$ cat config.mk
export PLATFORM = sky130hd
export DESIGN_NAME = cmd_bus_port
export DESIGN_NICKNAME = d
export VERILOG_FILES = /design/src/common/pin_types_pkg.sv /design/src/rtl/cmd_bus_port.sv
export VERILOG_INCLUDE_DIRS = /design/src /design/src/common
export SDC_FILE = /design/constraint.sdc
export NUM_CORES = 1
export LEC_CHECK = 0
export ABC_AREA = 1
export BUFFER_PORTS_ARGS = -buffer_cell sky130_fd_sc_hd__buf_2
export CAP_MARGIN = 20
export CORE_MARGIN = 3
export CORE_UTILIZATION = 41
export CTS_CLUSTER_DIAMETER = 150
export CTS_CLUSTER_SIZE = 14
export DETAILED_ROUTE_END_ITERATION = 16
export PLACE_DENSITY = 0.9
export SLEW_MARGIN = 20
export SYNTH_ARGS = -nofsm -noshare
export SYNTH_HDL_FRONTEND = slang
export SYNTH_SLANG_ARGS = --single-unit
$ cat constraint.sdc
create_clock -name clk -period 2.6 [get_ports clk]
set_clock_uncertainty 0.15 [all_clocks]
set_input_delay 0.26 -clock clk [delete_from_list [all_inputs] [get_ports clk]]
set_output_delay 0.26 -clock clk [all_outputs]
set_load 0.03 [all_outputs]
$ cat src/common/pin_defines.svh
`ifndef PIN_DEFINES_SVH
`define PIN_DEFINES_SVH

// Number of pin channels in the array.
`define PIN_NUM_CHANNELS 4

// Command bus address fields, channel in the upper byte.
`define PIN_CHAN_W 8
`define PIN_REG_W 8

// Command bus data widths.
`define PIN_DATA_W 32
`define PIN_RDATA_W 16

// Time base and NCO.
`define PIN_TIME_W 32
`define PIN_PHASE_W 32

// Sample word and its count field.
`define PIN_SAMPLE_W 32
`define PIN_COUNT_W 16

`endif

$ cat src/common/pin_types_pkg.sv
`include "pin_defines.svh"

package pin_types_pkg;

  typedef logic [`PIN_CHAN_W+`PIN_REG_W-1:0] bus_addr_t;  // Channel byte, then register byte.
  typedef logic [`PIN_DATA_W-1:0]            wdata_t;
  typedef logic [`PIN_RDATA_W-1:0]           rdata_t;
  typedef logic [`PIN_CHAN_W-1:0]            chan_idx_t;
  typedef logic [`PIN_TIME_W-1:0]            time_t;
  typedef logic [`PIN_PHASE_W-1:0]           phase_t;
  typedef logic [`PIN_COUNT_W-1:0]           count_t;
  typedef logic [`PIN_SAMPLE_W-1:0]          sample_word_t;

  // Zero bits between the channel index and the level bit.
  localparam int sample_pad_w = `PIN_SAMPLE_W - `PIN_COUNT_W - `PIN_CHAN_W - 1;

  // Channel modes.
  typedef enum logic [1:0] {
    state_idle,
    state_const_high,
    state_square_wave,
    state_input_stream
  } chan_state_t;

  // Sample word is count, channel index, zero pad, pin level.
  function automatic sample_word_t make_sample(count_t count, chan_idx_t index, logic level);
    return {count, index, {sample_pad_w{1'b0}}, level};
  endfunction

endpackage

$ cat src/rtl/cmd_bus_port.sv
`timescale 1ns/1ns
`include "pin_defines.svh"

module cmd_bus_port (
  input  logic                         clk,
  input  logic                         reset,
  input  logic                         enable,
  input  pin_types_pkg::bus_addr_t     addr,
  input  logic                         data_wr,
  input  logic                         data_rd,
  input  pin_types_pkg::rdata_t        chan_rdata [`PIN_NUM_CHANNELS],
  output logic [`PIN_NUM_CHANNELS-1:0] chan_wr,
  output logic [`PIN_NUM_CHANNELS-1:0] chan_rd,
  output logic [`PIN_REG_W-1:0]        reg_addr,
  output pin_types_pkg::rdata_t        data_out
);
  import pin_types_pkg::*;

  chan_idx_t chan_field;
  rdata_t    rd_sel;

  assign chan_field = addr[`PIN_CHAN_W+`PIN_REG_W-1:`PIN_REG_W];
  assign reg_addr   = addr[`PIN_REG_W-1:0];

  // One-hot strobes, none for an index past the last channel.
  always_comb begin
    chan_wr = '0;
    chan_rd = '0;
    for (int i = 0; i < `PIN_NUM_CHANNELS; i++) begin
      if (enable && chan_field == chan_idx_t'(i)) begin
        chan_wr[i] = data_wr;
        chan_rd[i] = data_rd;
      end
    end
  end

  // Read mux on the one-hot read strobe.
  always_comb begin
    rd_sel = '0;
    for (int i = 0; i < `PIN_NUM_CHANNELS; i++) begin
      if (chan_rd[i]) begin
        rd_sel = chan_rdata[i];
      end
    end
  end

  // Held for one cycle, back to zero without a new read.
  always_ff @(posedge clk) begin
    if (reset) begin
      data_out <= '0;
    end else if (|chan_rd) begin
      data_out <= rd_sel;
    end else begin
      data_out <= '0;
    end
  end

endmodule

# Yosys cells after proc, flatten, opt, wreduce, memory -nomap -nowiden
# Index checks and enable logic that the tools add are counted.
[word_totals]
input_bits = 85
ff_bits = 16
wordCells = 24
output_inout_bits = 32
[classes]
n_eq_ne = 3
muxes = 12
n_reduce_logical = 7
bitwise = 1
[ops]
columns = ["operator", "count"]
rows = [
  ["16-bit two-way mux", 4],
  ["8-bit by 2-bit equality test with 1-bit output (second input constant)", 2],
  ["8-bit by 1-bit equality test with 1-bit output (second input constant)", 1],
  ["8-bit zero test", 1],
  ["1-bit two-way mux", 8],
  ["1-bit logical AND", 4],
  ["4-bit OR reduction", 1],
  ["2-bit OR reduction", 1],
  ["1-bit NOT", 1],
]

# Logic depth before layout (Yosys ltp)
[logic_depth]
word_depth = 7
ltp_mapped = 10
depth_no_buf = 9

# Least setup slack after synthesis
# Ideal clock, no wire load.
[synth_path]
path_type = "in2out"
startpoint = "input addr[8]"
endpoint = "output chan_wr[3]"
path_buffers = 1
stages = 3
arrival_time_ns = 1.451
required_time_ns = 2.190
setup_slack_ns = 0.739
path_cell_list = "buf_4 > nand2_2 > nor4_1"
[synth_via]
elab_chain_cells = 3
[synth_rtl]
columns = ["element", "line_no", "rtl"]
rows = [
  ["start, declared", "cmd_bus_port.sv:8", "input pin_types_pkg::bus_addr_t addr,"],
  ["8-bit by 2-bit equality test with 1-bit output", "cmd_bus_port.sv:30", "if (enable && chan_field == chan_idx_t'(i)) begin"],
  ["1-bit logical AND", "cmd_bus_port.sv:30", ""],
  ["1-bit two-way mux", "cmd_bus_port.sv:30", ""],
  ["end, declared", "cmd_bus_port.sv:12", "output logic [`PIN_NUM_CHANNELS-1:0] chan_wr,"],
]
# No other way between the ends.

# Worst setup path in the final report
[layout_path]
startpoint = "input addr[15]"
endpoint = "output chan_rd[3]"
[layout_via]
elab_chain_cells = 3
[layout_rtl]
columns = ["element", "line_no", "rtl"]
rows = [
  ["8-bit by 2-bit equality test with 1-bit output", "cmd_bus_port.sv:30", ""],
  ["1-bit logical AND", "cmd_bus_port.sv:30", ""],
  ["1-bit two-way mux", "cmd_bus_port.sv:30", ""],
  ["end, declared", "cmd_bus_port.sv:13", "output logic [`PIN_NUM_CHANNELS-1:0] chan_rd,"],
]
# No other way between the ends.

==> out/metrics.csv <==
metric;value;unit
commonest non-fill, non-tap cell in the layout;sky130_fd_sc_hd__buf_2;
DIE AREA;3980;µm²
category of the critical setup timing path;in -> out;
number of antenna-violating nets in the routed design;0;
final weighted congestion in routability-driven placement;0.842;
CTS sink cnt;16;
# Max-Cap Violations;0;
Max Root-Sink Buffers;2;
largest fanout on the critical path;25;
registers with the highest flip-flop counts;data_out (16);
Post-route DRC;0;
most flop-heavy register;data_out;
CTS clock-pin slew for the worst setup and hold paths;100;ps
number of vias per cell;4.71;
result of the run;complete, no violations;
critical path cell sequence;buf_2, nor2_2, nand2_4, nor2_4, nand3_2, inv_1, buf_2;
quantity of hold-fixing buffers added after cts;0;
layout cells sized above 1;0.434;
CTS tree;built;
share of synthesized area occupied by flip-flops and latches;0.240;
Die Span Y;63.1;µm
required time at the endpoint of the critical path;2190;ps
Min Clock Period, post-route;2040;ps
Tcrit/Tclk final;0.785;
Net count, final;374;
Arrival @ worst endpoint;1630;ps
Min-Delay Startpoint;chan_rdata[14];
largest incremental delay on the critical path;420;ps
# rows;20;
Endpoint, Worst Hold;data_out[14]$_SDFF_PP0_;
most used cells in the layout excluding fill and tap cells;sky130_fd_sc_hd__buf_2, sky130_fd_sc_hd__nand2_1, sky130_fd_sc_hd__inv_1, sky130_fd_sc_hd__nor2_1, sky130_fd_sc_hd__o21ai_0;
Core Footprint;3080;µm²
largest voltage drop on the vdd net;126;µV
Root Driver;sky130_fd_sc_hd__clkbuf_4;
total inserted antenna cells;0;
GRT overflow;0;
effective utilization at floorplan;0.434;
buffers inserted during post-CTS setup optimization;0;
kind of end point of the critical path;primary output;
overall global routing resource usage;0.205;
most used cell, CP;sky130_fd_sc_hd__buf_2;
cell count after synthesis;202;
number of distinct standard cells referenced by the synthesized netlist;25;
pin slew with the least headroom to its limit;452;ps
first-pass detailed-route iteration total;4;
maximum frequency from static timing analysis;490;MHz
initial drt markers;172;
number of hold violations in the final report;0;
wire length of the first global-routing pass;6.65;mm
average wire per cell in the routed design;12.6;µm
routed via count;1564;
overall die width;63.1;µm
Largest register FFs;16;
number of top-level pins;117;
worst rel slew slack;0.698;
number of warnings printed during yosys synthesis;0;
count of final max-slew check failures;0;
Mean Syn Cell Area;6.62;µm²
clock buffer count from CTS;3;
hold path cells;3;
H-tree depth reported by CTS;1;
static leakage power;1.11;nW
Setup Total Neg Slack;0;ps
maximum number of pins on one net before global-route repair;26;
setup violation total in the final timing report;0;
power density relative to cell area;285;nW/µm²
initial antenna violation count;0;
RSZ-0062 raised after global routing;false;
tightest hold margin;85.5;ps
startpoint kind of the worst setup timing path;primary input;
post-cts repair resize count;0;
input/output buffers;100;
half-perimeter wire length of the detailed placement result;3.25;mm
total routed wirelength;4.17;mm
number of global-route vias before repair;1458;
P&R area growth vs syn;34.4;%
number of flip-flops and latches in the synthesized netlist;16;
total nets after synthesis;287;
class of the tightest hold or removal check;in -> reg;
summed instance area of the synthesized netlist;1340;µm²
cell type of the slowest stage on the worst timing path;sky130_fd_sc_hd__nand3_2;
[kinds of logic after synthesis]
group / synth area share
buffers and inverters: 0.191
AOI/OAI and AO/OA: 0.187
DFF: 0.240
and+or+nand+nor: 0.382
[worst max-delay path: cells and delay by family]
kind | cells | cell delay [ps]
buffers and inverters | 3 | 430
AND/OR/NAND/NOR | 4 | 920
[per-stage QoR]
| stage | util | total power [mW] | worst slack (ps) | cells | cell area, µm² |
|---|---|---|---|---|---|
| floorplan | - | 0.310 | 739 | 202 | 1340 |
| global placement | 0.572 | 0.346 | 600 | 328 | 1760 |
| detailed placement | 0.572 | 0.347 | 560 | 328 | 1760 |
| CTS | 0.583 | 0.514 | 563 | 332 | 1800 |
| global route | 0.583 | 0.540 | 393 | 332 | 1800 |
| finish | 0.583 | 0.512 | 560 | 332 | 1800 |
[layer usage]
metal,track usage,vias to the layer above,share of wire
met3,0.0250,16,0.072
met2,0.356,63,0.50
met5,0,-,0
met4,0.0882,0,0.023
met1,0.253,665,0.40
li1,-,820,-
[area by class of cell]
cell class / count / area, µm²
timing repair buffer: 100 / 500
sequential: 16 / 320
multi-input combinational: 136 / 761
clock buffer: 4 / 36.3
fill: 323 / 1280
inverter: 32 / 123
tap: 44 / 55.1
[power breakdown]
part	switching, mW	internal [mW]	leakage [nW]
Clock	0.0842	0.0852	0.0210
Sequential	0.000000518	0.245	0.129
Combinational	0.0489	0.0486	0.962
Total	0.133	0.379	1.11
[worst max path at each step]
stage,startpoint,to,cells after the start
2_1_floorplan,addr[8],chan_wr[3],3
3_3_place_gp,addr[15],chan_rd[3],7
3_5_place_dp,addr[13],chan_rd[3],7
4_1_cts,addr[13],chan_rd[3],7
5_1_grt,addr[15],chan_rd[3],7
6_report,addr[15],chan_rd[3],7
[cells in the mapped netlist, drive strengths merged]
library cell	count	area share
clkinv	2	0.0075
nand2	48	0.15
o21ai	24	0.090
o2111ai	8	0.052
nor2	27	0.12
nand4	8	0.037
clkbuf	1	0.0028
a21boi	8	0.045
nand3	11	0.058
dfxtp	16	0.24
buf	17	0.096
inv	30	0.084
nor3	1	0.0075
nor4	1	0.0047
No activity file was read; power rests on OpenSTA's default activity.
