## src/common/pin_defines.svh

```systemverilog
`ifndef PIN_DEFINES_SVH
`define PIN_DEFINES_SVH

// Number of pin channels in the array.
`define PIN_NUM_CHANNELS 4

// Command bus address fields, channel in the upper byte.
`define PIN_CHAN_W 8
`define PIN_REG_W 8

// Command bus data widths.
`define PIN_DATA_W 32
`define PIN_RDATA_W 16

// Time base and NCO.
`define PIN_TIME_W 32
`define PIN_PHASE_W 32

// Sample word and its count field.
`define PIN_SAMPLE_W 32
`define PIN_COUNT_W 16

`endif

```

## src/common/pin_regs_pkg.sv

```systemverilog
`include "pin_defines.svh"

package pin_regs_pkg;

  // ~~~~~~~~~~~~~~~~~~~~
  // Register offsets inside one channel window.
  typedef enum logic [`PIN_REG_W-1:0] {
    reg_nco_step     = 1,  // NCO phase step.
    reg_end_time     = 2,  // Mode ends at this time.
    reg_command      = 3,  // Pending command, cleared when taken.
    reg_sample_rate  = 4,  // Cycles between samples.
    reg_sample_level = 5,  // Last sampled pin level.
    reg_sample_count = 7,  // Running sample count.
    reg_status       = 8,  // Channel index.
    reg_last_data    = 9   // Low half of the last write.
  } reg_addr_e;

  // ~~~~~~~~~~~~~~~~~~~~
  // Command codes written to reg_command.
  typedef enum logic [`PIN_DATA_W-1:0] {
    cmd_const_high   = 2,
    cmd_square_wave  = 3,
    cmd_input_stream = 4,
    cmd_stop         = 5
  } cmd_e;

endpackage

```

## src/common/pin_types_pkg.sv

```systemverilog
`include "pin_defines.svh"

package pin_types_pkg;

  typedef logic [`PIN_CHAN_W+`PIN_REG_W-1:0] bus_addr_t;  // Channel byte, then register byte.
  typedef logic [`PIN_DATA_W-1:0]            wdata_t;
  typedef logic [`PIN_RDATA_W-1:0]           rdata_t;
  typedef logic [`PIN_CHAN_W-1:0]            chan_idx_t;
  typedef logic [`PIN_TIME_W-1:0]            time_t;
  typedef logic [`PIN_PHASE_W-1:0]           phase_t;
  typedef logic [`PIN_COUNT_W-1:0]           count_t;
  typedef logic [`PIN_SAMPLE_W-1:0]          sample_word_t;

  // Zero bits between the channel index and the level bit.
  localparam int sample_pad_w = `PIN_SAMPLE_W - `PIN_COUNT_W - `PIN_CHAN_W - 1;

  // Channel modes.
  typedef enum logic [1:0] {
    state_idle,
    state_const_high,
    state_square_wave,
    state_input_stream
  } chan_state_t;

  // Sample word is count, channel index, zero pad, pin level.
  function automatic sample_word_t make_sample(count_t count, chan_idx_t index, logic level);
    return {count, index, {sample_pad_w{1'b0}}, level};
  endfunction

endpackage

```

## src/pin_channel/pin_channel.sv

```systemverilog
`timescale 1ns/1ns
`include "pin_defines.svh"

module pin_channel (
  input  logic                        clk,
  input  logic                        reset,
  input  pin_types_pkg::chan_idx_t    index,
  input  logic                        wr,
  input  logic                        rd,
  input  logic [`PIN_REG_W-1:0]       reg_addr,
  input  pin_types_pkg::wdata_t       wdata,
  input  pin_types_pkg::time_t        current_time,
  input  logic                        pin_in,
  input  logic                        sample_grant,
  output pin_types_pkg::rdata_t       rdata,
  output logic                        pin_out,
  output logic                        pin_oe,
  output logic                        sample_req,
  output pin_types_pkg::sample_word_t sample_word
);
  import pin_types_pkg::*;
  import pin_regs_pkg::*;

  phase_t      nco_step;
  time_t       end_time;
  wdata_t      command;
  wdata_t      sample_rate;
  rdata_t      last_data;

  chan_state_t state;
  chan_state_t state_next;
  logic        cmd_valid;
  logic        cmd_stop_seen;
  logic        cmd_clear;

  phase_t      nco_acc;
  wdata_t      rate_cnt;
  logic        take_sample;
  logic        sample_level;
  count_t      sample_cnt;
  logic        pending;

  // ~~~~~~~~~~~~~~~~~~~~
  // Register writes.
  always_ff @(posedge clk) begin
    if (reset) begin
      nco_step    <= '0;
      end_time    <= '0;
      sample_rate <= '0;
    end else if (wr) begin
      case (reg_addr)
        reg_nco_step:    nco_step    <= wdata;
        reg_end_time:    end_time    <= wdata;
        reg_sample_rate: sample_rate <= wdata;
        default: ;
      endcase
    end
  end

  // A new write wins over the clear from the FSM.
  always_ff @(posedge clk) begin
    if (reset) begin
      command <= '0;
    end else if (wr && reg_addr == reg_command) begin
      command <= wdata;
    end else if (cmd_clear) begin
      command <= '0;
    end
  end

  always_ff @(posedge clk) begin
    if (wr) begin
      last_data <= wdata[`PIN_RDATA_W-1:0];  // Any offset in this window.
    end
  end

  // ~~~~~~~~~~~~~~~~~~~~
  // Mode FSM.
  assign cmd_valid = command inside {cmd_const_high, cmd_square_wave, cmd_input_stream, cmd_stop};
  assign cmd_stop_seen = (command == cmd_stop);

  always_comb begin
    state_next = state;
    cmd_clear  = 1'b0;
    case (state)
      state_idle: begin
        // Commands wait until the time base is running.
        if (current_time != '0 && cmd_valid) begin
          cmd_clear = 1'b1;
          case (command)
            cmd_const_high:   state_next = state_const_high;
            cmd_square_wave:  state_next = state_square_wave;
            cmd_input_stream: state_next = state_input_stream;
            default:          state_next = state_idle;  // Stop only clears.
          endcase
        end
      end
      state_const_high: begin
        if (cmd_stop_seen || current_time >= end_time) begin
          state_next = state_idle;
        end
        cmd_clear = cmd_stop_seen;
      end
      state_square_wave: begin
        // End time of zero means run until stopped.
        if (cmd_stop_seen || (end_time != '0 && current_time >= end_time)) begin
          state_next = state_idle;
        end
        cmd_clear = cmd_stop_seen;
      end
      default: begin
        if (cmd_stop_seen) begin
          state_next = state_idle;
        end
        cmd_clear = cmd_stop_seen;
      end
    endcase
  end

  always_ff @(posedge clk) begin
    if (reset) begin
      state <= state_idle;
    end else begin
      state <= state_next;
    end
  end

  // ~~~~~~~~~~~~~~~~~~~~
  // NCO and pin drive one cycle behind the state.
  always_ff @(posedge clk) begin
    if (reset) begin
      pin_oe  <= 1'b0;
      nco_acc <= '0;
    end else begin
      pin_oe <= (state == state_const_high) || (state == state_square_wave);
      case (state)
        state_const_high:  nco_acc <= '1;  // MSB held high.
        state_square_wave: nco_acc <= nco_acc + nco_step;
        default:           nco_acc <= '0;
      endcase
    end
  end

  assign pin_out = nco_acc[`PIN_PHASE_W-1];

  // ~~~~~~~~~~~~~~~~~~~~
  // Input streaming.
  assign take_sample = (state == state_input_stream) && (rate_cnt <= 1);  // Rate 0 acts as 1.

  always_ff @(posedge clk) begin
    if (reset) begin
      rate_cnt <= '0;
    end else if (state != state_input_stream) begin
      rate_cnt <= '0;
    end else if (take_sample) begin
      rate_cnt <= sample_rate;
    end else begin
      rate_cnt <= rate_cnt - 1'b1;
    end
  end

  // A newer sample replaces one that is still waiting.
  always_ff @(posedge clk) begin
    if (reset) begin
      sample_cnt <= '0;
      pending    <= 1'b0;
    end else if (take_sample) begin
      sample_cnt <= sample_cnt + 1'b1;
      pending    <= 1'b1;
    end else if (sample_grant) begin
      pending <= 1'b0;
    end
  end

  always_ff @(posedge clk) begin
    if (take_sample) begin
      sample_level <= pin_in;
    end
  end

  assign sample_req  = pending;
  assign sample_word = make_sample(sample_cnt, index, sample_level);

  // Read value is zero unless this channel is read.
  always_comb begin
    rdata = '0;
    if (rd) begin
      case (reg_addr)
        reg_sample_level: rdata = rdata_t'(sample_level);
        reg_sample_count: rdata = rdata_t'(sample_cnt);
        reg_status:       rdata = rdata_t'(index);
        reg_last_data:    rdata = last_data;
        default:          rdata = '0;
      endcase
    end
  end

endmodule

```

## config.mk

```make
export PLATFORM = sky130hd
export DESIGN_NAME = pin_channel
export DESIGN_NICKNAME = d
export VERILOG_FILES = /design/src/common/pin_regs_pkg.sv /design/src/common/pin_types_pkg.sv /design/src/pin_channel/pin_channel.sv
export VERILOG_INCLUDE_DIRS = /design/src /design/src/common
export SDC_FILE = /design/constraint.sdc
export NUM_CORES = 1
export LEC_CHECK = 0
export BUFFER_PORTS_ARGS = -buffer_cell sky130_fd_sc_hd__buf_2
export CELL_PAD_IN_SITES_DETAIL_PLACEMENT = 0
export CELL_PAD_IN_SITES_GLOBAL_PLACEMENT = 1
export CORE_MARGIN = 2
export CORE_UTILIZATION = 47
export DETAILED_ROUTE_END_ITERATION = 10
export PLACE_DENSITY = 0.95
export SYNTH_ARGS = -nofsm -noshare
export SYNTH_HDL_FRONTEND = slang
export SYNTH_SLANG_ARGS = --single-unit
```

## constraint.sdc

```tcl
create_clock -name clk -period 5.7 [get_ports clk]
set_input_delay 1.14 -clock clk [delete_from_list [all_inputs] [get_ports clk]]
set_output_delay 1.14 -clock clk [all_outputs]
set_load 0.1 [all_outputs]
```

# Word level (Yosys, flattened, before mapping)
# Index checks and enable logic that the tools add are counted.
# W data, S select, Z words.
totals:
  input_bits: 86
  output_inout_bits: 51
  wordCells: 71
  latchBits: 0
  romBits: 0
  mem_bits_rw: 0
  n_memories: 0
  ff_bits: 229
op_classes:
  eq_ne: 19
  magnitude_cmp: 2
  n_shift: 0
  n_reduce_logical: 19
  mux: 16
  n_addsub: 3
  bitwise: 0
  n_div: 0
  mul: 0
op_table:
  columns: ["op", "n"]
  rows:
  - ["$mux W32", 3]
  - ["$eq A32 B2 Y1 const B", 2]
  - ["$eq A32 B3 Y1 const B", 2]
  - ["$pmux W16 S4", 1]
  - ["$pmux W32 S2", 1]
  - ["$reduce_bool A32 Y1", 2]
  - ["$add A32 B32 Y32", 1]
  - ["$ge A32 B32 Y1", 1]
  - ["$le A32 B1 Y1 const B", 1]
  - ["$sub A32 B1 Y32 const B", 1]
  - ["$eq A8 B3 Y1 const B", 3]
  - ["$add A16 B1 Y16 const B", 1]
  - ["$eq A8 B2 Y1 const B", 2]
  - ["$eq A8 B4 Y1 const B", 2]
  - ["$mux W16", 1]
  - ["$pmux W2 S3", 2]
  - ["$eq A8 B1 Y1 const B", 1]
  - ["$mux W2", 4]
  - ["$ne A2 B2 Y1 const B", 4]
  - ["$reduce_bool A4 Y1", 2]
  - ["$reduce_and A2 Y1", 3]
  - ["$eq A2 B2 Y1 const B", 2]
  - ["$logic_and A1 B1 Y1", 4]
  - ["$mux W1", 4]
  - ["other kinds (6)", 9]

# Depth between registers and ports, before layout
# Gate-level depths: netlist of the first run.
depth:
  word_depth: 7
  mapped_depth: 11

# Least setup slack after synthesis of the first run
# OpenSTA, ideal clock, no wires.
synth_path:
  path_kind: "input-to-output"
  from: "input port reg_addr[5]"
  to: "output port rdata[8]"
  setup_slack_ns: 0.406
  arrival_ns: 4.154
  required_ns: 4.560
  stages: 7
  path_cell_list: "or4_1 clkbuf_1 nor4b_2 and2_1 clkbuf_1 a22oi_1 nor2_1"
synth_between:
  elab_chain_len: 3
synth_lines:
  columns: ["item", "line", "text"]
  rows:
  - ["from (decl)", "pin_channel.sv:10", "input logic [`PIN_REG_W-1:0] reg_addr,"]
  - ["$eq A8 B4 Y1 / $eq A8 B3 Y1 (equally long branches)", "pin_channel.sv:188", "case (reg_addr)"]
  - ["$pmux W16 S4 *", "pin_channel.sv:188", null]
  - ["$mux W16 *", "pin_channel.sv:187", "if (rd) begin"]
  - ["to (decl)", "pin_channel.sv:15", "output pin_types_pkg::rdata_t rdata,"]
# Every way passes the cells marked *; elsewhere a longest branch is shown, timed or not.

# Worst setup path after layout of the first run
layout_path:
  from: "input port reg_addr[5]"
  to: "output port rdata[15]"
# The elaborated chain is that of the path after synthesis.

==> results of run 1 <==
report_power, final:
group | switching, µW | internal (µW) | total (µW)
Sequential | 3.60 | 1630 | 1630
Combinational | 131 | 48.6 | 180
Clock | 672 | 1110 | 1780
cells in the mapped netlist, types with 3 or more instances:
master and count:
nor4_1 25, and3_1 9, ha_1 70, nor2b_1 9, o211ai_1 10, xor2_1 16, a31oi_1 4, nor3b_1 3
clkbuf_1 75, a21o_1 26, a211oi_1 33, a311oi_1 6, or4_1 7, a22oi_1 20, nand2b_1 12, inv_1 49
or3_1 16, mux2i_1 7, dfxtp_1 212, nand4_1 19, o31ai_1 5, o21ai_0 41, or2_2 3, a21oi_1 178
buf_4 16, o41ai_1 4, xnor2_1 37, mux2_2 9, nand3_1 18, o21a_1 5, nor2_1 113, edfxtp_1 17
nor3_1 22, and2_1 6, nand2_1 296
layer usage:
metal / track usage [%] / share of wire [%] / vias up
li1: - / - / 5154
met1: 31.10 / 44 / 4838
met2: 41.94 / 48 / 304
met3: 3.236 / 5.8 / 51
met4: 6.291 / 2.2 / 0
met5: 0 / 0 / -
registers in the layout (all words and copies together), names as in the netlist, 2 cells and up:
name / count
sample_cnt: 16
nco_step: 32
rate_cnt: 32
sample_rate: 32
last_data: 16
command: 32
nco_acc: 32
state: 2
end_time: 32
final timing paths:
| kind | from | endpoint | slack [ns] |
|---|---|---|---|
| setup / recovery | reg_addr[5] | rdata[15] | 1.05 |
| hold / removal | sample_rate[0]$_SDFFE_PP0P_ | sample_rate[0]$_SDFFE_PP0P_ | 0.45 |
| setup reg to reg | rate_cnt[10]$_SDFF_PP0_ | sample_cnt[11]$_SDFFE_PP0P_ | 2.37 |
| hold reg to reg | sample_rate[0]$_SDFFE_PP0P_ | sample_rate[0]$_SDFFE_PP0P_ | 0.45 |
worst max-delay path, stage by stage:
cell	delay [ns]
buf_2	0.09
or4_1	0.63
nor2_1	0.16
and3_1	0.21
and2_1	0.51
a22oi_1	0.20
nor2_1	0.12
buf_2	0.44
logic make-up after synthesis:
group           Yosys count  synth area share, %
simple gates            574                22.37
compound gates          350                18.21
flops                   229                41.00
buf+inv                 144                5.189
fa+ha+maj                71                7.725
xor+xnor                 53                4.003
mux                      16                1.478
other cells               1              0.03233
layout by cell type, fill, tap and decap left out, types with 27 or more instances in the layout:
cell type	Yosys	final
clkbuf_16	0	27
nand2_1	296	296
ha_1	70	70
o21ai_0	41	41
xnor2_1	37	37
inv_1	49	49
buf_2	1	128
dfxtp_1	212	212
nor2_1	113	112
a21oi_1	178	178
a211oi_1	33	33
stage by stage:
stage,util [%],area (µm²),hold slack [ns]
6_report,54.89,13310,0.4536
5_1_grt,54.89,13310,0.4709
4_1_cts,54.89,13310,0.4549
2_1_floorplan,-,11620,0.4360
3_3_place_gp,51.02,12370,0.4417
3_5_place_dp,51.02,12370,0.4467
final cells by class:
cell class	count	area, µm²
multi-input cells	1071	6279
repair buffers	142	745.7
inverters	50	187.7
well taps	324	405.4
flip-flops and latches	229	4755
fillers	2292	10940
clock inverters	9	141.4
clock buffers	38	797.0
==> impl_results.md, run 1 <==
- Power Total: roughly 3600 µW
- Port Buffers: ~130
- Final Wtd Congestion: 0.8851
- WHS Path Cells: 2
- Top-area cell type share of the netlist area: 36.60%
- Clk pin slew, worst setup/hold paths: approximately 0.060 ns
- Synth area leaders: dfxtp_1, nand2_1, a21oi_1
- Top_reg_cell synth: dfxtp_1
- Via Count: ~10000
- DRT iter0 DRCs: around 720
- Setup WS pre-CTS: 1.083 ns
- Layout area overhead: 14.77%
- CP Data Arrival Time: roughly 3.5 ns
- Final std cells w/o fill: roughly 1900
- Avg WL per Cell: 16.73 µm
- Via/cell ratio: ~5.6
- Yosys warning count: 0
- Largest net degree at the start of global routing: between 80 and 90
- Worst Tran Pin Value: 1.008 ns
- Tot GR Track Use: around a quarter
- Number of flops mapped to enable cells by yosys: 17
- # rows: 57
- Core area: around 24000 µm²
- Max H-tree Level: 1
- Yosys reg bits: 229
- Post-CTS Resized: 0
- Worst min-delay path category: reg -> reg
- Reg2Reg Depth: 7
- Clock root cell: clkbuf_16
- Post-CTS Setup Bufs: 0
- Post-CTS Hold Fix Bufs: 0
- Initial Utilization: about 48%
- Die X: between 150 and 200 µm
- Fin nets: roughly 1700
- Final setup viols: 0
- CTS sink cnt: between 200 and 250
- DPL Wire Length: approximately 22 mm
- Max-cap violations: 0
- Slew Limit Fails: 0
- Post-route DRC: 0
- DRT Wirelength: between 30 and 40 mm
- Unrepaired setup endpoints after global routing: false
- Die area: 25950 µm²
- CTS tree: built
- Status: complete, no violations
- Final worst setup slack: approximately 1.1 ns
- Fraction of layout cells with a size suffix above 1: between 10% and 20%
- Post-synth cell types: 65
- Vias in the first global route: roughly 10000
- Clk_lat worst skew: approximately 0.54 ns
- CP max FO: 15
- Pleak: 0.005290 µW
- Die Height: around 160 µm
- Post-synthesis sequential area ratio: about two fifths
- Post-Syn Instances: about 1400
- Initial antenna violation count: 0
- Overflow after GRT: 0
- Max Buffers Root-to-Sink: 3
- CTS Buf Count: 26
- Fmax: 0.2151 GHz
- Top-Level Pins: about 140
- Antenna Cells: 0
- Crit Path Category: in -> out
- First-pass GRT wire length: ~50 mm
- Tcrit/Tclk final: between 80% and 90%
- Cells after DPL: around 1800
- PD cells: 270.0 nW/µm²
- Worst IR Drop VDD: approximately 0.22 mV
- Final worst path period need: approximately 4.6 ns
- TNS Setup: 0 ns
- Max-Slew Margin vs Limit: 32.37%
- Setup crit start kind: primary input
- Area leader, netlist: dfxtp_1
- Detailed Routing Iterations Pass 1: 5
- Async SR Flop Fraction: 0%
- Final Hold Fails: 0
- Mapped Avg Cell Area: a little over 8 µm²
- Clock Skews: 0.01980 ns
- Critical path endpoint category: output port
- Post-route ant nets: 0
- Synthesized area: 11600 µm²
- Worst endpoint required time: between 4 and 5 ns
Note: power is estimated with default switching activity, not from simulation.
==> run 2: changes to the inputs <==
- CORE_UTILIZATION: 47 -> 44
- PLACE_DENSITY: 0.95 -> 0.93
- clock period: 5.7 -> 4.3 ns (I/O delays scaled with it)
==> run 2 against run 1 <==
Against the previous run:
- global-route usage is 1.8 points lower
- setup slack worse by 0.72 ns
- highest routed layer unchanged
- flip-flop and latch count stayed put
- non-clock buffer count is 2 lower
- clock skew is 0.0028 ns lower
- core utilization is 3.4 points lower
- critical endpoint is now rdata[14]
==> impl_results.md, run 2 (synthesized netlist as in run 1, its figures left out) <==
- DRT iter0 DRCs: 715 (-0.83%)
- Clk_lat worst skew: 0.52 ns (-0.02 ns)
- Port Buffers: 129 (unchanged)
- Core area: 25980 µm² (+7.2%)
- Slew Limit Fails: 0 (unchanged)
- Post-CTS Resized: 0 (unchanged)
- CTS sink cnt: 229 (unchanged)
- DRT Wirelength: 31.36 mm (+0.61%)
- Via Count: 10420 (+0.73%)
- Status: complete, no violations
- Worst path buffer plus inverter count: 2 (unchanged)
- Int Pwr: 3391 µW (+22%)
- Met2 wire length: 14.20 mm (-4.9%)
- Fin nets: 1674 (-0.18%)
- Initial antenna violation count: 0 (unchanged)
- CTS Buf Count: 25 (-3.8%)
- Final worst path period need: 3.970 ns
- Antenna Cells: 0 (unchanged)
- Hold slack: 0.4550 ns (+0.001395 ns)
- Clock root cell: clkbuf_16
- Post-CTS Hold Fix Bufs: 0 (unchanged)
- Layout area overhead: 15.41%
- Post-route DRC: 0 (unchanged)
- Top-Level Pins: 137 (unchanged)
- Switching part of the total power: 23.51% (+1.1 points)
- Max Buffers Root-to-Sink: 3 (unchanged)
- # rows: 59 (+3.5%)
- Die Height: 166.4 µm (+3.3%)
- Power Total: 4433 µW (+23%)
- Commonest non-fill, non-tap cell in the layout: nand2_1
- Fraction of layout cells with a size suffix above 1: 13.75% (+0.036 points)
- Avg WL per Cell: 16.77 µm (+0.23%)
- Worst path max stage delay: 0.63 ns (about the same)
- Final worst setup slack: 0.3296 ns (-0.7209 ns)
- Clock Skews: 0.01702 ns (-0.002779 ns)
- Critical path endpoint category: output port
- Final Wtd Congestion: 0.8434 (-4.7%)
- Final setup viols: 0 (unchanged)
- CP dominant cell by count: nor2_1
- Cell area after layout: 13380 µm² (+0.55%)
- Largest net degree at the start of global routing: 77 (-6.1%)
- CTS tree: built
- DPL Wire Length: 22.06 mm (+0.59%)
- Clk pin slew, worst setup/hold paths: 0.06 ns (about the same)
- Metal-1 WL: 14.57 mm (+6.1%)
- Critical Path, Cell by Cell: buf_2 > or4_1 > nor2_1 > and3_1 > and2_1 > a22oi_1 > nor2_1 > buf_12
- Worst endpoint required time: 3.44 ns (-1.12 ns)
- CP delay by family, top: simple AND/OR/NAND/NOR gates
- CP max FO: 15 (unchanged)
- Max-Slew Margin vs Limit: 20.69% (-12 points)
- Crit Path Category: in -> out
- Worst IR Drop VDD: 0.2228 mV (-0.87%)
- Max-cap violations: 0 (unchanged)
- Die X: 166.4 µm (+3.3%)
- Initial Utilization: 44.63% (-3.2 points)
- CP Data Arrival Time: 3.11 ns (-0.40 ns)
- Combinational group share of total power: 5.3% (+0.3 points)
- Vias in the first global route: 9733 (-0.95%)
- Die area: 27670 µm² (+6.6%)
- Worst Tran Pin Value: 1.190 ns (+0.1819 ns)
- Sw power: 1042 µW (+29%)
- Dpl cell area: 12610 µm² (+1.9%)
- First-pass GRT wire length: 50.78 mm (+0.46%)
- Post-route ant nets: 0 (unchanged)
- Unrepaired setup endpoints after global routing: false
- Fmax: 0.2519 GHz
- Worst path slowest cell: or4_1
- Setup WS pre-CTS: 0.3445 ns (-0.7387 ns)
- Post-CTS Setup Bufs: 0 (unchanged)
- Tcrit/Tclk final: about 92%
- Detailed Routing Iterations Pass 1: 5 (unchanged)
- Setup crit start kind: primary input
- TNS Setup: 0 ns (unchanged)
- Final Hold Fails: 0 (unchanged)
- Register share of total power: 48.9% (+3.4 points)
- Via/cell ratio: 5.574 (+0.36%)
- Max H-tree Level: 1 (unchanged)
- Clock power share: 45.8% (-3.7 points)
- Pleak: 0.005238 µW (-0.99%)
- Met3 Wirelength: 1.753 mm (-2.6%)
- Worst min-delay path category: reg -> reg
- PD cells: 331.2 nW/µm² (+23%)
- Commonest non-fill, non-tap cells in the layout: nand2_1, dfxtp_1, a21oi_1
- Tot GR Track Use: 22.10% (-1.8 points)
- Overflow after GRT: 0 (unchanged)
- DR top layer: met4
run 2: cell type report:
class	instances	area, µm²
clock buffers	32	671.9
clock inverters	13	101.3
fillers	2470	12600
inverters	50	187.7
multi-input cells	1071	6294
flip-flops and latches	229	4755
well taps	335	419.2
repair buffers	140	955.9
run 2: power by group through the flow:
| stage | combinational, µW | sequential, µW | clock [µW] |
|---|---|---|---|
| after floorplan | 136 | 2210 | 0 |
| after global placement | 230 | 2210 | 0 |
| after detailed placement | 233 | 2210 | 0 |
| after CTS | 234 | 2170 | 2060 |
| after global routing | 250 | 2170 | 2150 |
| final | 234 | 2170 | 2030 |
run 2: tightest hold or removal path, stage by stage (launching register included):
cell and delay, ns:
dfxtp_1 0.31, nand2_1 0.05, a21oi_1 0.05
run 2: metrics by stage:
| stage | utilization [%] | std cells |
|---|---|---|
| global placement | 48.53 | 1825 |
| finish | 51.51 | 1870 |
| detailed placement | 48.53 | 1825 |
| floorplan | - | 1444 |
| global route | 51.51 | 1870 |
| CTS | 51.51 | 1870 |
run 2: final timing paths:
path / start / endpoint / slack (ns) / cells past startpoint
worst max register to register: nco_step[0]$_SDFFE_PP0P_ / nco_acc[30]$_SDFF_PP0_ / 0.89 / 11
worst min-delay path: end_time[16]$_SDFFE_PP0P_ / end_time[16]$_SDFFE_PP0P_ / 0.46 / 2
worst max-delay path: reg_addr[5] / rdata[14] / 0.33 / 8
worst min register to register: end_time[16]$_SDFFE_PP0P_ / end_time[16]$_SDFFE_PP0P_ / 0.46 / 2
run 2: metal layers:
| metal | track usage, % | up-vias |
|---|---|---|
| met4 | 5.847 | 0 |
| li1 | - | 5160 |
| met2 | 36.46 | 318 |
| met5 | 0 | - |
| met1 | 30.71 | 4887 |
| met3 | 2.765 | 58 |
==> run 3: changes to the inputs <==
- RECOVER_POWER: not set -> 50
==> run 3 against run 2 <==
Against the previous run:
- the flow now finishes with violations (capacitance limit, slew limit)
- non-clock buffer count unchanged
- routed wire length about the same
- global-route usage stayed put
- core utilization shrank 0.26 points
- critical endpoint unchanged
- maximum frequency shrank 0.14%
- hold slack about the same
- sequential share of layout area rose by 0.18 points
- clock skew decreased by 0.0012 ns
==> impl_results.md, run 3 (synthesized netlist as in run 1, its figures left out) <==
- Status: finished with violations
- Failing checks: capacitance limit, slew limit
- Post-CTS Resized: 0 (unchanged)
- Clock Skews: 0.01579 ns (-0.001235 ns)
- Detailed Routing Iterations Pass 1: 5 (unchanged)
- Top-Level Pins: 137 (unchanged)
- Final worst path period need: 3.976 ns (+0.005750 ns)
- Pleak: 0.005070 µW (-3.2%)
- Avg WL per Cell: 16.75 µm (about the same)
- Port Buffers: 129 (unchanged)
- Post-CTS Hold Fix Bufs: 0 (unchanged)
- Vias in the first global route: 9733 (unchanged)
- Worst min-delay path category: reg -> reg
- Clk_lat worst skew: 0.52 ns (about the same)
- Initial antenna violation count: 0 (unchanged)
- Final worst setup slack: 0.3239 ns (-0.005750 ns)
- TNS Setup: 0 ns (unchanged)
- Critical path endpoint category: output port
- Fraction of layout cells with a size suffix above 1: 10.55% (-3.2 points)
- Post-CTS Setup Bufs: 0 (unchanged)
- Largest net degree at the start of global routing: 77 (unchanged)
- Slew Limit Fails: 97 (+97)
- CTS sink cnt: 229 (unchanged)
- R2r setup slk: 0.88 ns (about the same)
- Worst Tran Pin Value: 1.745 ns (+0.5552 ns)
- Max Buffers Root-to-Sink: 3 (unchanged)
- Tcrit/Tclk final: 92.47% (+0.13 points)
- Hold slack: 0.4553 ns (+0.0002710 ns)
- Final Wtd Congestion: 0.8434 (unchanged)
- Setup crit start kind: primary input
- Tot GR Track Use: 22.10% (unchanged)
- Via Count: 10420 (-0.038%)
- Initial Utilization: 44.63% (unchanged)
- Crit Path Category: in -> out
- Worst path max stage delay: 0.63 ns (about the same)
- Commonest non-fill, non-tap cells in the layout: nand2_1, dfxtp_1, a21oi_1
- Layout area overhead: 14.82%
- # rows: 59 (unchanged)
- Fmax: 0.2515 GHz (-0.14%)
- DRT iter0 DRCs: 722 (+0.98%)
- Critical Path, Cell by Cell: buf_2 > or4_1 > nor2_1 > and3_1 > and2_1 > a22oi_1 > nor2_1 > buf_12
- DPL Wire Length: 22.06 mm (unchanged)
- Max-cap violations: 3 (+3)
- Max-Slew Margin vs Limit: -16.32% (-37 points)
- Final setup viols: 0 (unchanged)
- Fin util: 51.25% (-0.26 points)
- Final Hold Fails: 0 (unchanged)
- Clock root cell: clkbuf_16
- Core area: 25980 µm² (unchanged)
- First-pass GRT wire length: 50.78 mm (unchanged)
- Post-route ant nets: 0 (unchanged)
- CTS tree: built
- Die area: 27670 µm² (unchanged)
- Worst IR Drop VDD: 0.2243 mV (+0.67%)
- Worst path slowest cell: or4_1
- Worst endpoint required time: 3.44 ns (about the same)
- CP dominant cell by count: nor2_1
- DRT Wirelength: 31.33 mm (about the same)
- CTS Buf Count: 25 (unchanged)
- Clk pin slew, worst setup/hold paths: 0.06 ns (about the same)
- Commonest non-fill, non-tap cell in the layout: nand2_1
- Die Height: 166.4 µm (unchanged)
- Cells after DPL: 1825 (unchanged)
- Max H-tree Level: 1 (unchanged)
- Antenna Cells: 0 (unchanged)
- CP Data Arrival Time: 3.12 ns (about the same)
- Overflow after GRT: 0 (unchanged)
- Die X: 166.4 µm (unchanged)
- Unrepaired setup endpoints after global routing: false
- CP max FO: 15 (unchanged)
- Final std cells w/o fill: 1870 (unchanged)
- Setup WS pre-CTS: 0.3445 ns (unchanged)
- PD cells: 332.7 nW/µm² (+0.44%)
- Via/cell ratio: 5.572 (about the same)
- Post-route DRC: 0 (unchanged)
- Fin nets: 1674 (unchanged)
-- run 3: cell count changes in the layout (fill, tap and decap cells not counted), sizes merged --
| cell | previous run | this run |
|---|---|---|
| buf | 140 | 92 |
| clkbuf | 32 | 80 |
-- run 3: layout make-up --
type	instances	area, µm²
Timing Repair Buffer	140	888.4
Multi-Input combinational cell	1071	6294
Fill cell	2501	12670
Tap cell	335	419.2
Clock inverter	13	101.3
Inverter	50	187.7
Sequential cell	229	4755
Clock buffer	32	671.9
-- run 3: critical path: cells and delay by family --
kind / cells / cell delay [ns]
and+or+nand+nor: 5 / 1.77
buffers and inverters: 2 / 0.31
AOI/OAI and AO/OA: 1 / 0.17
-- run 3: metal layers --
metal / global-route usage, % / vias up / share of wire, %
li1: - / 5159 / -
met3: 2.765 / 58 / 5.5
met4: 5.847 / 0 / 2.6
met2: 36.46 / 308 / 45
met1: 30.71 / 4894 / 46
met5: 0 / - / 0
-- run 3: worst paths after layout --
| kind | startpoint | cells after the start | to |
|---|---|---|---|
| worst max-delay path | reg_addr[5] | 8 | rdata[14] |
| worst min register to register | end_time[16]$_SDFFE_PP0P_ | 2 | end_time[16]$_SDFFE_PP0P_ |
| worst min-delay path | end_time[16]$_SDFFE_PP0P_ | 2 | end_time[16]$_SDFFE_PP0P_ |
| worst max register to register | nco_step[0]$_SDFFE_PP0P_ | 11 | nco_acc[30]$_SDFF_PP0_ |
-- run 3: metrics by stage --
stage / power [µW] / area (µm²)
floorplan: 2347 / 11630
global placement: 2443 / 12610
detailed placement: 2446 / 12610
CTS: 4465 / 13380
global route: 4565 / 13320
finish: 4430 / 13320
-- run 3: report_power, final --
part	internal [µW]	switching (µW)
logic	60.5	170
registers	2160	5.04
clock network	1170	867
total	3390	1040
